$ cat src/common/ssb_sync_pkg.sv
package ssb_sync_pkg;

    // ----------------------------------------
    // Sample and metric widths
    // ----------------------------------------
    typedef logic signed [15:0] iq_comp_t;
    typedef logic        [23:0] metric_t;

    typedef struct packed {
        iq_comp_t im;   // Upper half of the word
        iq_comp_t re;
    } iq_sample_t;

    typedef struct packed {
        iq_sample_t data;
        logic       valid;
    } sample_strm_t;

    typedef struct packed {
        iq_sample_t data;
        logic       valid;
        logic       symbol_start;
        logic       ssb_start;
    } framed_strm_t;

    // ----------------------------------------
    // CIC decimator
    // ----------------------------------------
    localparam int CIC_RATE   = 2;
    localparam int CIC_ORDER  = 2;
    localparam int CIC_GROWTH = 2;   // ORDER * log2(RATE)

    typedef logic signed [$bits(iq_comp_t)+CIC_GROWTH-1:0] cic_acc_t;

    // ----------------------------------------
    // PSS correlation and peak search
    // ----------------------------------------
    localparam int              PSS_LEN        = 16;
    localparam logic [PSS_LEN-1:0] PSS_TAPS    = 16'b0001_1110_0011_0101; // Bit 0 is newest
    localparam metric_t         PEAK_THRESHOLD = 24'd300_000;
    localparam int              PEAK_HOLDOFF   = 32;

    typedef logic signed [$bits(iq_comp_t)+$clog2(PSS_LEN):0] corr_sum_t;
    typedef logic [$clog2(PEAK_HOLDOFF+1)-1:0]                holdoff_cnt_t;

    // ----------------------------------------
    // SSB framing
    // ----------------------------------------
    localparam int SYM_LEN      = 32;
    localparam int SYMS_PER_SSB = 4;
    localparam int DELAY_LEN    = 40;   // Clock cycles

    typedef logic [$clog2(SYM_LEN)-1:0]      samp_idx_t;
    typedef logic [$clog2(SYMS_PER_SSB)-1:0] sym_idx_t;

    typedef enum logic [0:0] {
        IDLE,
        SYMBOLS
    } frame_state_e;

endpackage

$ cat src/source/cic_decimator.sv
`timescale 1ns/1ps

module cic_decimator (
    input  logic                       clk_i,
    input  logic                       reset_ni,
    input  ssb_sync_pkg::sample_strm_t s_i,
    output ssb_sync_pkg::sample_strm_t s_o
);

    // Index 0 is I, index 1 is Q
    ssb_sync_pkg::iq_comp_t     x [2];
    ssb_sync_pkg::iq_comp_t     y [2];
    ssb_sync_pkg::cic_acc_t     int1_q [2];
    ssb_sync_pkg::cic_acc_t     int2_q [2];
    ssb_sync_pkg::cic_acc_t     int1_d [2];
    ssb_sync_pkg::cic_acc_t     int2_d [2];
    ssb_sync_pkg::cic_acc_t     i2_dec_q [2];  // Last decimated integrator output
    ssb_sync_pkg::cic_acc_t     c1_dec_q [2];  // Last first-comb output
    ssb_sync_pkg::cic_acc_t     comb1 [2];
    ssb_sync_pkg::cic_acc_t     comb2 [2];
    logic                       phase_q;       // High on the sample that is kept
    ssb_sync_pkg::sample_strm_t out_q;

    // ----------------------------------------
    // Integrators at input rate, combs at output rate
    // ----------------------------------------
    always_comb begin
        x[0] = s_i.data.re;
        x[1] = s_i.data.im;
        for (int c = 0; c < 2; c++) begin
            int1_d[c] = int1_q[c] + ssb_sync_pkg::cic_acc_t'(x[c]);
            int2_d[c] = int2_q[c] + int1_d[c];
            comb1[c]  = int2_d[c] - i2_dec_q[c];
            comb2[c]  = comb1[c] - c1_dec_q[c];
            y[c]      = ssb_sync_pkg::iq_comp_t'(comb2[c] >>> ssb_sync_pkg::CIC_GROWTH);
        end
    end

    always_ff @(posedge clk_i) begin
        if (!reset_ni) begin
            for (int c = 0; c < 2; c++) begin
                int1_q[c]   <= '0;
                int2_q[c]   <= '0;
                i2_dec_q[c] <= '0;
                c1_dec_q[c] <= '0;
            end
            phase_q     <= 1'b0;
            out_q.valid <= 1'b0;
        end else begin
            out_q.valid <= s_i.valid & phase_q;
            if (s_i.valid) begin
                phase_q <= ~phase_q;
                for (int c = 0; c < 2; c++) begin
                    int1_q[c] <= int1_d[c];
                    int2_q[c] <= int2_d[c];
                    if (phase_q) begin
                        i2_dec_q[c] <= int2_d[c];
                        c1_dec_q[c] <= comb1[c];
                    end
                end
            end
        end
        if (s_i.valid && phase_q) begin
            out_q.data.re <= y[0];
            out_q.data.im <= y[1];
        end
    end

    assign s_o = out_q;

    // Rate 2 means outputs are at least one idle cycle apart
    a_no_back_to_back: assert property (
        @(posedge clk_i) disable iff (!reset_ni)
        s_o.valid |=> !s_o.valid
    );

endmodule

$ cat src/pss_detector/pss_correlator.sv
`timescale 1ns/1ps

module pss_correlator (
    input  logic                       clk_i,
    input  logic                       reset_ni,
    input  ssb_sync_pkg::sample_strm_t s_i,
    output ssb_sync_pkg::metric_t      metric_o,
    output logic                       metric_valid_o
);

    ssb_sync_pkg::iq_sample_t win_q [ssb_sync_pkg::PSS_LEN];
    ssb_sync_pkg::iq_sample_t win_d [ssb_sync_pkg::PSS_LEN];  // Window including s_i
    ssb_sync_pkg::corr_sum_t  sum_re_d;
    ssb_sync_pkg::corr_sum_t  sum_im_d;
    ssb_sync_pkg::corr_sum_t  sum_re_q;
    ssb_sync_pkg::corr_sum_t  sum_im_q;
    logic                     sum_valid_q;
    ssb_sync_pkg::metric_t    metric_q;
    logic                     metric_valid_q;

    function automatic ssb_sync_pkg::metric_t magnitude(input ssb_sync_pkg::corr_sum_t v);
        logic signed [$bits(ssb_sync_pkg::metric_t)-1:0] wide;
        wide = v;
        return (wide < 0) ? ssb_sync_pkg::metric_t'(-wide) : ssb_sync_pkg::metric_t'(wide);
    endfunction

    // ----------------------------------------
    // Signed sums over the window
    // ----------------------------------------
    always_comb begin
        win_d[0] = s_i.data;
        for (int k = 1; k < ssb_sync_pkg::PSS_LEN; k++) begin
            win_d[k] = win_q[k-1];
        end
        sum_re_d = '0;
        sum_im_d = '0;
        for (int k = 0; k < ssb_sync_pkg::PSS_LEN; k++) begin
            if (ssb_sync_pkg::PSS_TAPS[k]) begin
                sum_re_d = sum_re_d + ssb_sync_pkg::corr_sum_t'(win_d[k].re);
                sum_im_d = sum_im_d + ssb_sync_pkg::corr_sum_t'(win_d[k].im);
            end else begin
                sum_re_d = sum_re_d - ssb_sync_pkg::corr_sum_t'(win_d[k].re);
                sum_im_d = sum_im_d - ssb_sync_pkg::corr_sum_t'(win_d[k].im);
            end
        end
    end

    always_ff @(posedge clk_i) begin
        if (!reset_ni) begin
            for (int k = 0; k < ssb_sync_pkg::PSS_LEN; k++) begin
                win_q[k] <= '0;   // Empty history reads as zeros
            end
            sum_valid_q    <= 1'b0;
            metric_valid_q <= 1'b0;
        end else begin
            if (s_i.valid) begin
                win_q <= win_d;
            end
            sum_valid_q    <= s_i.valid;
            metric_valid_q <= sum_valid_q;
        end
        if (s_i.valid) begin
            sum_re_q <= sum_re_d;
            sum_im_q <= sum_im_d;
        end
        metric_q <= magnitude(sum_re_q) + magnitude(sum_im_q);
    end

    assign metric_o       = metric_q;
    assign metric_valid_o = metric_valid_q;

    a_metric_latency: assert property (
        @(posedge clk_i) disable iff (!reset_ni)
        s_i.valid |-> ##2 metric_valid_o
    );

endmodule

$ cat src/pss_detector/pss_peak_detector.sv
`timescale 1ns/1ps

module pss_peak_detector (
    input  logic                  clk_i,
    input  logic                  reset_ni,
    input  ssb_sync_pkg::metric_t metric_i,
    input  logic                  metric_valid_i,
    output logic                  peak_o
);

    ssb_sync_pkg::holdoff_cnt_t holdoff_q;  // Metric strobes still to ignore
    logic                       peak_q;
    logic                       above;

    assign above = (metric_i >= ssb_sync_pkg::PEAK_THRESHOLD);

    // ----------------------------------------
    // Threshold with hold-off
    // ----------------------------------------
    always_ff @(posedge clk_i) begin
        if (!reset_ni) begin
            holdoff_q <= '0;
            peak_q    <= 1'b0;
        end else begin
            peak_q <= 1'b0;
            if (metric_valid_i) begin
                if (holdoff_q != '0) begin
                    holdoff_q <= holdoff_q - 1'b1;
                end else if (above) begin
                    peak_q    <= 1'b1;
                    holdoff_q <= ssb_sync_pkg::holdoff_cnt_t'(ssb_sync_pkg::PEAK_HOLDOFF);
                end
            end
        end
    end

    assign peak_o = peak_q;

    // Single-cycle pulse even if metric strobes come back to back
    a_peak_pulse: assert property (
        @(posedge clk_i) disable iff (!reset_ni)
        peak_o |=> !peak_o
    );

endmodule

$ cat src/source/sample_delay_line.sv
`timescale 1ns/1ps

module sample_delay_line (
    input  logic                       clk_i,
    input  logic                       reset_ni,
    input  ssb_sync_pkg::sample_strm_t s_i,
    output ssb_sync_pkg::sample_strm_t s_o
);

    // Stage 0 holds the sample from one cycle back
    ssb_sync_pkg::sample_strm_t dly_q [ssb_sync_pkg::DELAY_LEN];

    always_ff @(posedge clk_i) begin
        if (!reset_ni) begin
            for (int i = 0; i < ssb_sync_pkg::DELAY_LEN; i++) begin
                dly_q[i] <= '0;
            end
        end else begin
            dly_q[0] <= s_i;
            for (int i = 1; i < ssb_sync_pkg::DELAY_LEN; i++) begin
                dly_q[i] <= dly_q[i-1];
            end
        end
    end

    assign s_o = dly_q[ssb_sync_pkg::DELAY_LEN-1];

endmodule

$ cat src/source/frame_sync.sv
`timescale 1ns/1ps

module frame_sync (
    input  logic                       clk_i,
    input  logic                       reset_ni,
    input  logic                       peak_i,
    input  ssb_sync_pkg::sample_strm_t s_i,
    output ssb_sync_pkg::framed_strm_t out_o
);

    ssb_sync_pkg::frame_state_e state_q;
    ssb_sync_pkg::samp_idx_t    samp_q;   // Sample index inside the symbol
    ssb_sync_pkg::sym_idx_t     sym_q;    // Symbol index inside the SSB
    ssb_sync_pkg::framed_strm_t out_q;
    logic                       last_samp;
    logic                       last_sym;

    assign last_samp = (samp_q == ssb_sync_pkg::samp_idx_t'(ssb_sync_pkg::SYM_LEN - 1));
    assign last_sym  = (sym_q == ssb_sync_pkg::sym_idx_t'(ssb_sync_pkg::SYMS_PER_SSB - 1));

    // ----------------------------------------
    // Symbol cutting FSM
    // ----------------------------------------
    always_ff @(posedge clk_i) begin
        if (!reset_ni) begin
            state_q            <= ssb_sync_pkg::IDLE;
            samp_q             <= '0;
            sym_q              <= '0;
            out_q.valid        <= 1'b0;
            out_q.symbol_start <= 1'b0;
            out_q.ssb_start    <= 1'b0;
        end else begin
            out_q.valid        <= 1'b0;
            out_q.symbol_start <= 1'b0;
            out_q.ssb_start    <= 1'b0;
            case (state_q)
                ssb_sync_pkg::IDLE: begin
                    samp_q <= '0;
                    sym_q  <= '0;
                    if (peak_i) begin
                        state_q <= ssb_sync_pkg::SYMBOLS;
                    end
                end
                ssb_sync_pkg::SYMBOLS: begin   // Further peaks ignored here
                    if (s_i.valid) begin
                        out_q.valid        <= 1'b1;
                        out_q.symbol_start <= (samp_q == '0);
                        out_q.ssb_start    <= (samp_q == '0) && (sym_q == '0);
                        samp_q             <= samp_q + 1'b1;
                        if (last_samp) begin
                            samp_q <= '0;
                            sym_q  <= sym_q + 1'b1;
                            if (last_sym) begin
                                state_q <= ssb_sync_pkg::IDLE;
                            end
                        end
                    end
                end
                default: state_q <= ssb_sync_pkg::IDLE;
            endcase
        end
        out_q.data <= s_i.data;
    end

    assign out_o = out_q;

    // Every SSB opens after an idle output cycle spent in IDLE
    a_ssb_after_gap: assert property (
        @(posedge clk_i) disable iff (!reset_ni)
        out_o.ssb_start |-> !$past(out_o.valid)
    );

endmodule

$ cat src/source/ssb_sync_top.sv
`timescale 1ns/1ps

module ssb_sync_top (
    input  logic                       clk_i,
    input  logic                       reset_ni,
    input  ssb_sync_pkg::sample_strm_t s_i,
    output ssb_sync_pkg::framed_strm_t out_o,
    // Debug taps
    output ssb_sync_pkg::sample_strm_t cic_o,
    output ssb_sync_pkg::metric_t      metric_o,
    output logic                       metric_valid_o,
    output logic                       peak_o
);

    ssb_sync_pkg::sample_strm_t cic_s;
    ssb_sync_pkg::metric_t      metric;
    logic                       metric_valid;
    logic                       peak;
    ssb_sync_pkg::sample_strm_t dly_s;

    // ----------------------------------------
    // Decimated detection path
    // ----------------------------------------
    cic_decimator cic_decimator_inst (
        .clk_i    (clk_i),
        .reset_ni (reset_ni),
        .s_i      (s_i),
        .s_o      (cic_s)
    );

    pss_correlator pss_correlator_inst (
        .clk_i          (clk_i),
        .reset_ni       (reset_ni),
        .s_i            (cic_s),
        .metric_o       (metric),
        .metric_valid_o (metric_valid)
    );

    pss_peak_detector pss_peak_detector_inst (
        .clk_i          (clk_i),
        .reset_ni       (reset_ni),
        .metric_i       (metric),
        .metric_valid_i (metric_valid),
        .peak_o         (peak)
    );

    // ----------------------------------------
    // Full-rate path
    // ----------------------------------------
    sample_delay_line sample_delay_line_inst (
        .clk_i    (clk_i),
        .reset_ni (reset_ni),
        .s_i      (s_i),
        .s_o      (dly_s)
    );

    frame_sync frame_sync_inst (
        .clk_i    (clk_i),
        .reset_ni (reset_ni),
        .peak_i   (peak),
        .s_i      (dly_s),
        .out_o    (out_o)
    );

    assign cic_o          = cic_s;
    assign metric_o       = metric;
    assign metric_valid_o = metric_valid;
    assign peak_o         = peak;

endmodule

$ cat config.mk
export PLATFORM = sky130hd
export DESIGN_NAME = ssb_sync_top
export DESIGN_NICKNAME = d
export VERILOG_FILES = /design/src/common/ssb_sync_pkg.sv /design/src/source/cic_decimator.sv /design/src/pss_detector/pss_correlator.sv /design/src/pss_detector/pss_peak_detector.sv /design/src/source/sample_delay_line.sv /design/src/source/frame_sync.sv /design/src/source/ssb_sync_top.sv
export SDC_FILE = /design/constraint.sdc
export NUM_CORES = 2
export LEC_CHECK = 0
export BUFFER_PORTS_ARGS = -buffer_cell sky130_fd_sc_hd__buf_2
export CORE_MARGIN = 2
export CORE_UTILIZATION = 30
export CTS_BUF_LIST = sky130_fd_sc_hd__clkbuf_16
export DETAILED_ROUTE_END_ITERATION = 16
export HOLD_SLACK_MARGIN = 0.12
export PLACE_DENSITY = 0.53
export SYNTH_ARGS = -nofsm -noshare
export SYNTH_HDL_FRONTEND = slang
export SYNTH_SLANG_ARGS = --single-unit
$ cat constraint.sdc
create_clock -name clk_i -period 9.6 [get_ports clk_i]
set_clock_uncertainty 0.15 [all_clocks]
set_input_delay 1.44 -clock clk_i [delete_from_list [all_inputs] [get_ports clk_i]]
set_output_delay 1.44 -clock clk_i [all_outputs]
set_load 0.01 [all_outputs]
==> flow_summary.ini <==
[flow_run]
maxCapViolations = 0

[global_route]
top_usage_layer = met2
grt-ovfl-total = 0
use_met3 = 0.0251
globalRouteMet1Util = 0.147
grt_max_degree = 344
met2_usage = 0.152
grt_pass1_wl_um = 242000
grt_use_total = 0.103
antenna_found_initial = 11
grt_pass1_vias = 46309

[setup_path]
cp-start-kind = flop
worstPathRequired_ns = 10.03
critPathArrivalTime_ns = 9.29
worst-path-max-fanout = 4
cpLargestDelayFamily = adder cells
path_class = flop to flop
worst-path-buf-inv = 6
endpoint_kind = flop
reg2reg_depth = 33
crit_top_cell = fa_1
endpoint = pss_correlator_inst.sum_re_q[20]$_DFFE_PP_
max_stage_delay_ns = 0.54
r2r-end = pss_correlator_inst.sum_re_q[20]$_DFFE_PP_
worstReg2RegStart = cic_decimator_inst.s_o[2]$_DFFE_PP_
rrSetupSlack_ns = 0.74
crit_start = cic_decimator_inst.s_o[2]$_DFFE_PP_
worst_path_max_delay_cell = fa_1
cp.depth = 33

[routing]
via_per_inst = 4.04
ant_nets = 0
drt_drc_violations_left = 0
first_iter_violations = 1989
drt_wl_total_um = 147000
vias = 45837
wl_per_cell_um = 12.9
firstDrtPassIters = 5

[run_status]
status = finished, final reports clean

[timing]
worst_slew_pin_slew_ns = 1.16
rsz0062_at_grt = no
finalCritPeriodShare = 0.923
slew_headroom = 0.228
setup-tns-final_ns = 0
clock.fmax_mhz = 113
hold_ws_ns = 0.176
hold_viol = 0
drv_slew = 0
setup-violations-final = 0
min_period_ns = 8.86

[clock_network]
tritoncts = yes
root_buffer = clkbuf_16
cts_buffers = 221
cts_max_level = 4
post_cts_buffers = 0
clock_path_buffers = 4
clk_latency_ns = 0.88
clk_pin_slew_ns = 0.06
post_cts_resized = 0
clock_sinks = 2096
hold_buffers = 0

[logic_synthesis]
synthArstFlopShare = 0
synth_top_cell_by_area = dfxtp_1
synth.distinct_cells = 71
synth_top_cell_area_share = 0.450
yosysWarnings = 0
ys_ff_latch = 2096
synth_flop_cell = dfxtp_1
syn_inst = 7412
synth.avg_cell_area_um2 = 11.3
seq_area_frac_synth = 0.529
synth_edf_count = 218
synthTopCellsByArea = dfxtp_1, fa_1, and2_1
syn_area_um2 = 83500

[layout]
nets = 8228
syn2layout_area_growth_pct = 13.2
layout-drive-gt1-share = 0.0586
design_area_um2 = 94500
finalNonFillerCells = 11348
fillers = 27866

[floorplan]
die_h_um = 532
die_w_um = 532
die-area_um2 = 283000
pin_count = 129
std_cell_rows = 193
core_area_um2 = 277000
start_util = 0.302

[place]
placed_area_um2 = 87800
dp_hpwl_um = 101000
portBuffers = 128
place_inst = 10962
gp_congestion = 0.803

[hold_path]
hold_depth = 0
hold_path_class = flop to flop
[flip-flops by register name, indices dropped and copies added, names as in the netlist, 21 cells and up]
signal	count
cic_decimator_inst.int2_q	36
cic_decimator_inst.i2_dec_q	36
cic_decimator_inst.int1_q	36
pss_correlator_inst.sum_im_q	21
pss_correlator_inst.metric_o	24
cic_decimator_inst.s_o	33
pss_correlator_inst.win_d	480
cic_decimator_inst.c1_dec_q	36
pss_correlator_inst.sum_re_q	21
sample_delay_line_inst.dly_q	1320
frame_sync_inst.out_o	35
[through the flow]
stage | util | setup WS [ns]
after global routing | 0.342 | 0.0418
after detailed placement | 0.317 | 0.670
final | 0.342 | 0.742
after global placement | 0.317 | 0.733
after CTS | 0.342 | 0.670
after floorplan | - | 1.47
[worst min path at each step]
| stage | start | slack [ns] | to |
|---|---|---|---|
| 3_3_place_gp | sample_delay_line_inst.dly_q[0][1305]$_SDFF_PN0_ | 0.16 | frame_sync_inst.out_o[20]$_DFF_P_ |
| 4_1_cts | sample_delay_line_inst.dly_q[0][1300]$_SDFF_PN0_ | 0.18 | frame_sync_inst.out_o[15]$_DFF_P_ |
| 6_report | sample_delay_line_inst.dly_q[0][1288]$_SDFF_PN0_ | 0.18 | frame_sync_inst.out_o[3]$_DFF_P_ |
| 2_1_floorplan | sample_delay_line_inst.dly_q[0][1295]$_SDFF_PN0_ | 0.16 | frame_sync_inst.out_o[10]$_DFF_P_ |
| 5_1_grt | sample_delay_line_inst.dly_q[0][1314]$_SDFF_PN0_ | 0.18 | frame_sync_inst.out_o[29]$_DFF_P_ |
| 3_5_place_dp | sample_delay_line_inst.dly_q[0][1312]$_SDFF_PN0_ | 0.16 | frame_sync_inst.out_o[27]$_DFF_P_ |
[synthesized netlist by cell type, types with 11 or more instances]
master,count
o21a_1,44
ha_1,252
o21bai_1,34
or3_1,15
nand2_1,75
nor2b_1,28
o21ai_0,84
edfxtp_1,218
and2_1,1389
xnor2_1,176
nor3_1,43
o31ai_1,25
a21oi_1,133
and3_1,22
xor2_1,67
fa_1,461
nor4_1,11
buf_1,47
mux2i_1,483
a21boi_0,11
clkbuf_1,227
nand2b_1,34
a31oi_1,13
a21o_1,65
inv_1,722
nor2_1,693
dfxtp_1,1878
nand3_1,23
buf_4,32
[layout make-up]
cell class              instances  area, um2  area share
well taps                    3705       4640      0.0490
clock inverters               158       1100      0.0117
clock buffers                 226       5660      0.0598
inverters                     723       2720      0.0288
flip-flops and latches       2096      44100       0.467
diodes                          2       5.00   0.0000529
repair buffers                148        888     0.00940
multi-input cells            4290      35400       0.374
[cells in the final DEF (no fill, tap or decap), types with 84 or more instances in the layout]
cell type	instances
ha_1	252
fa_1	461
edfxtp_1	218
o21ai_0	84
mux2i_1	483
xnor2_1	176
buf_2	127
inv_1	779
a21oi_1	133
dfxtp_1	1877
and2_1	1389
nor2_1	693
clkbuf_16	226
[per-layer routing]
metal,wire length [um],vias up
li1,-,23486
met1,75500,21463
met2,59800,595
met3,7330,289
met4,4230,4
met5,30,-
[kinds of logic (layout without fill, tap and decap cells)]
logic type	Yosys count	in the layout	synth area share
xor gates and xnor gates	244	244	0.0258
adders and majority gates	713	713	0.148
other	1	6	0.0000449
DFF	2096	2096	0.529
and+or+nand+nor	2366	2366	0.154
buffers and inverters	1029	1255	0.0477
AOI/OAI and AO/OA	479	479	0.0376
muxes	484	484	0.0580
Power is not shown: default switching activity piles up to over one toggle a cycle in this logic, so the estimate is an artifact.
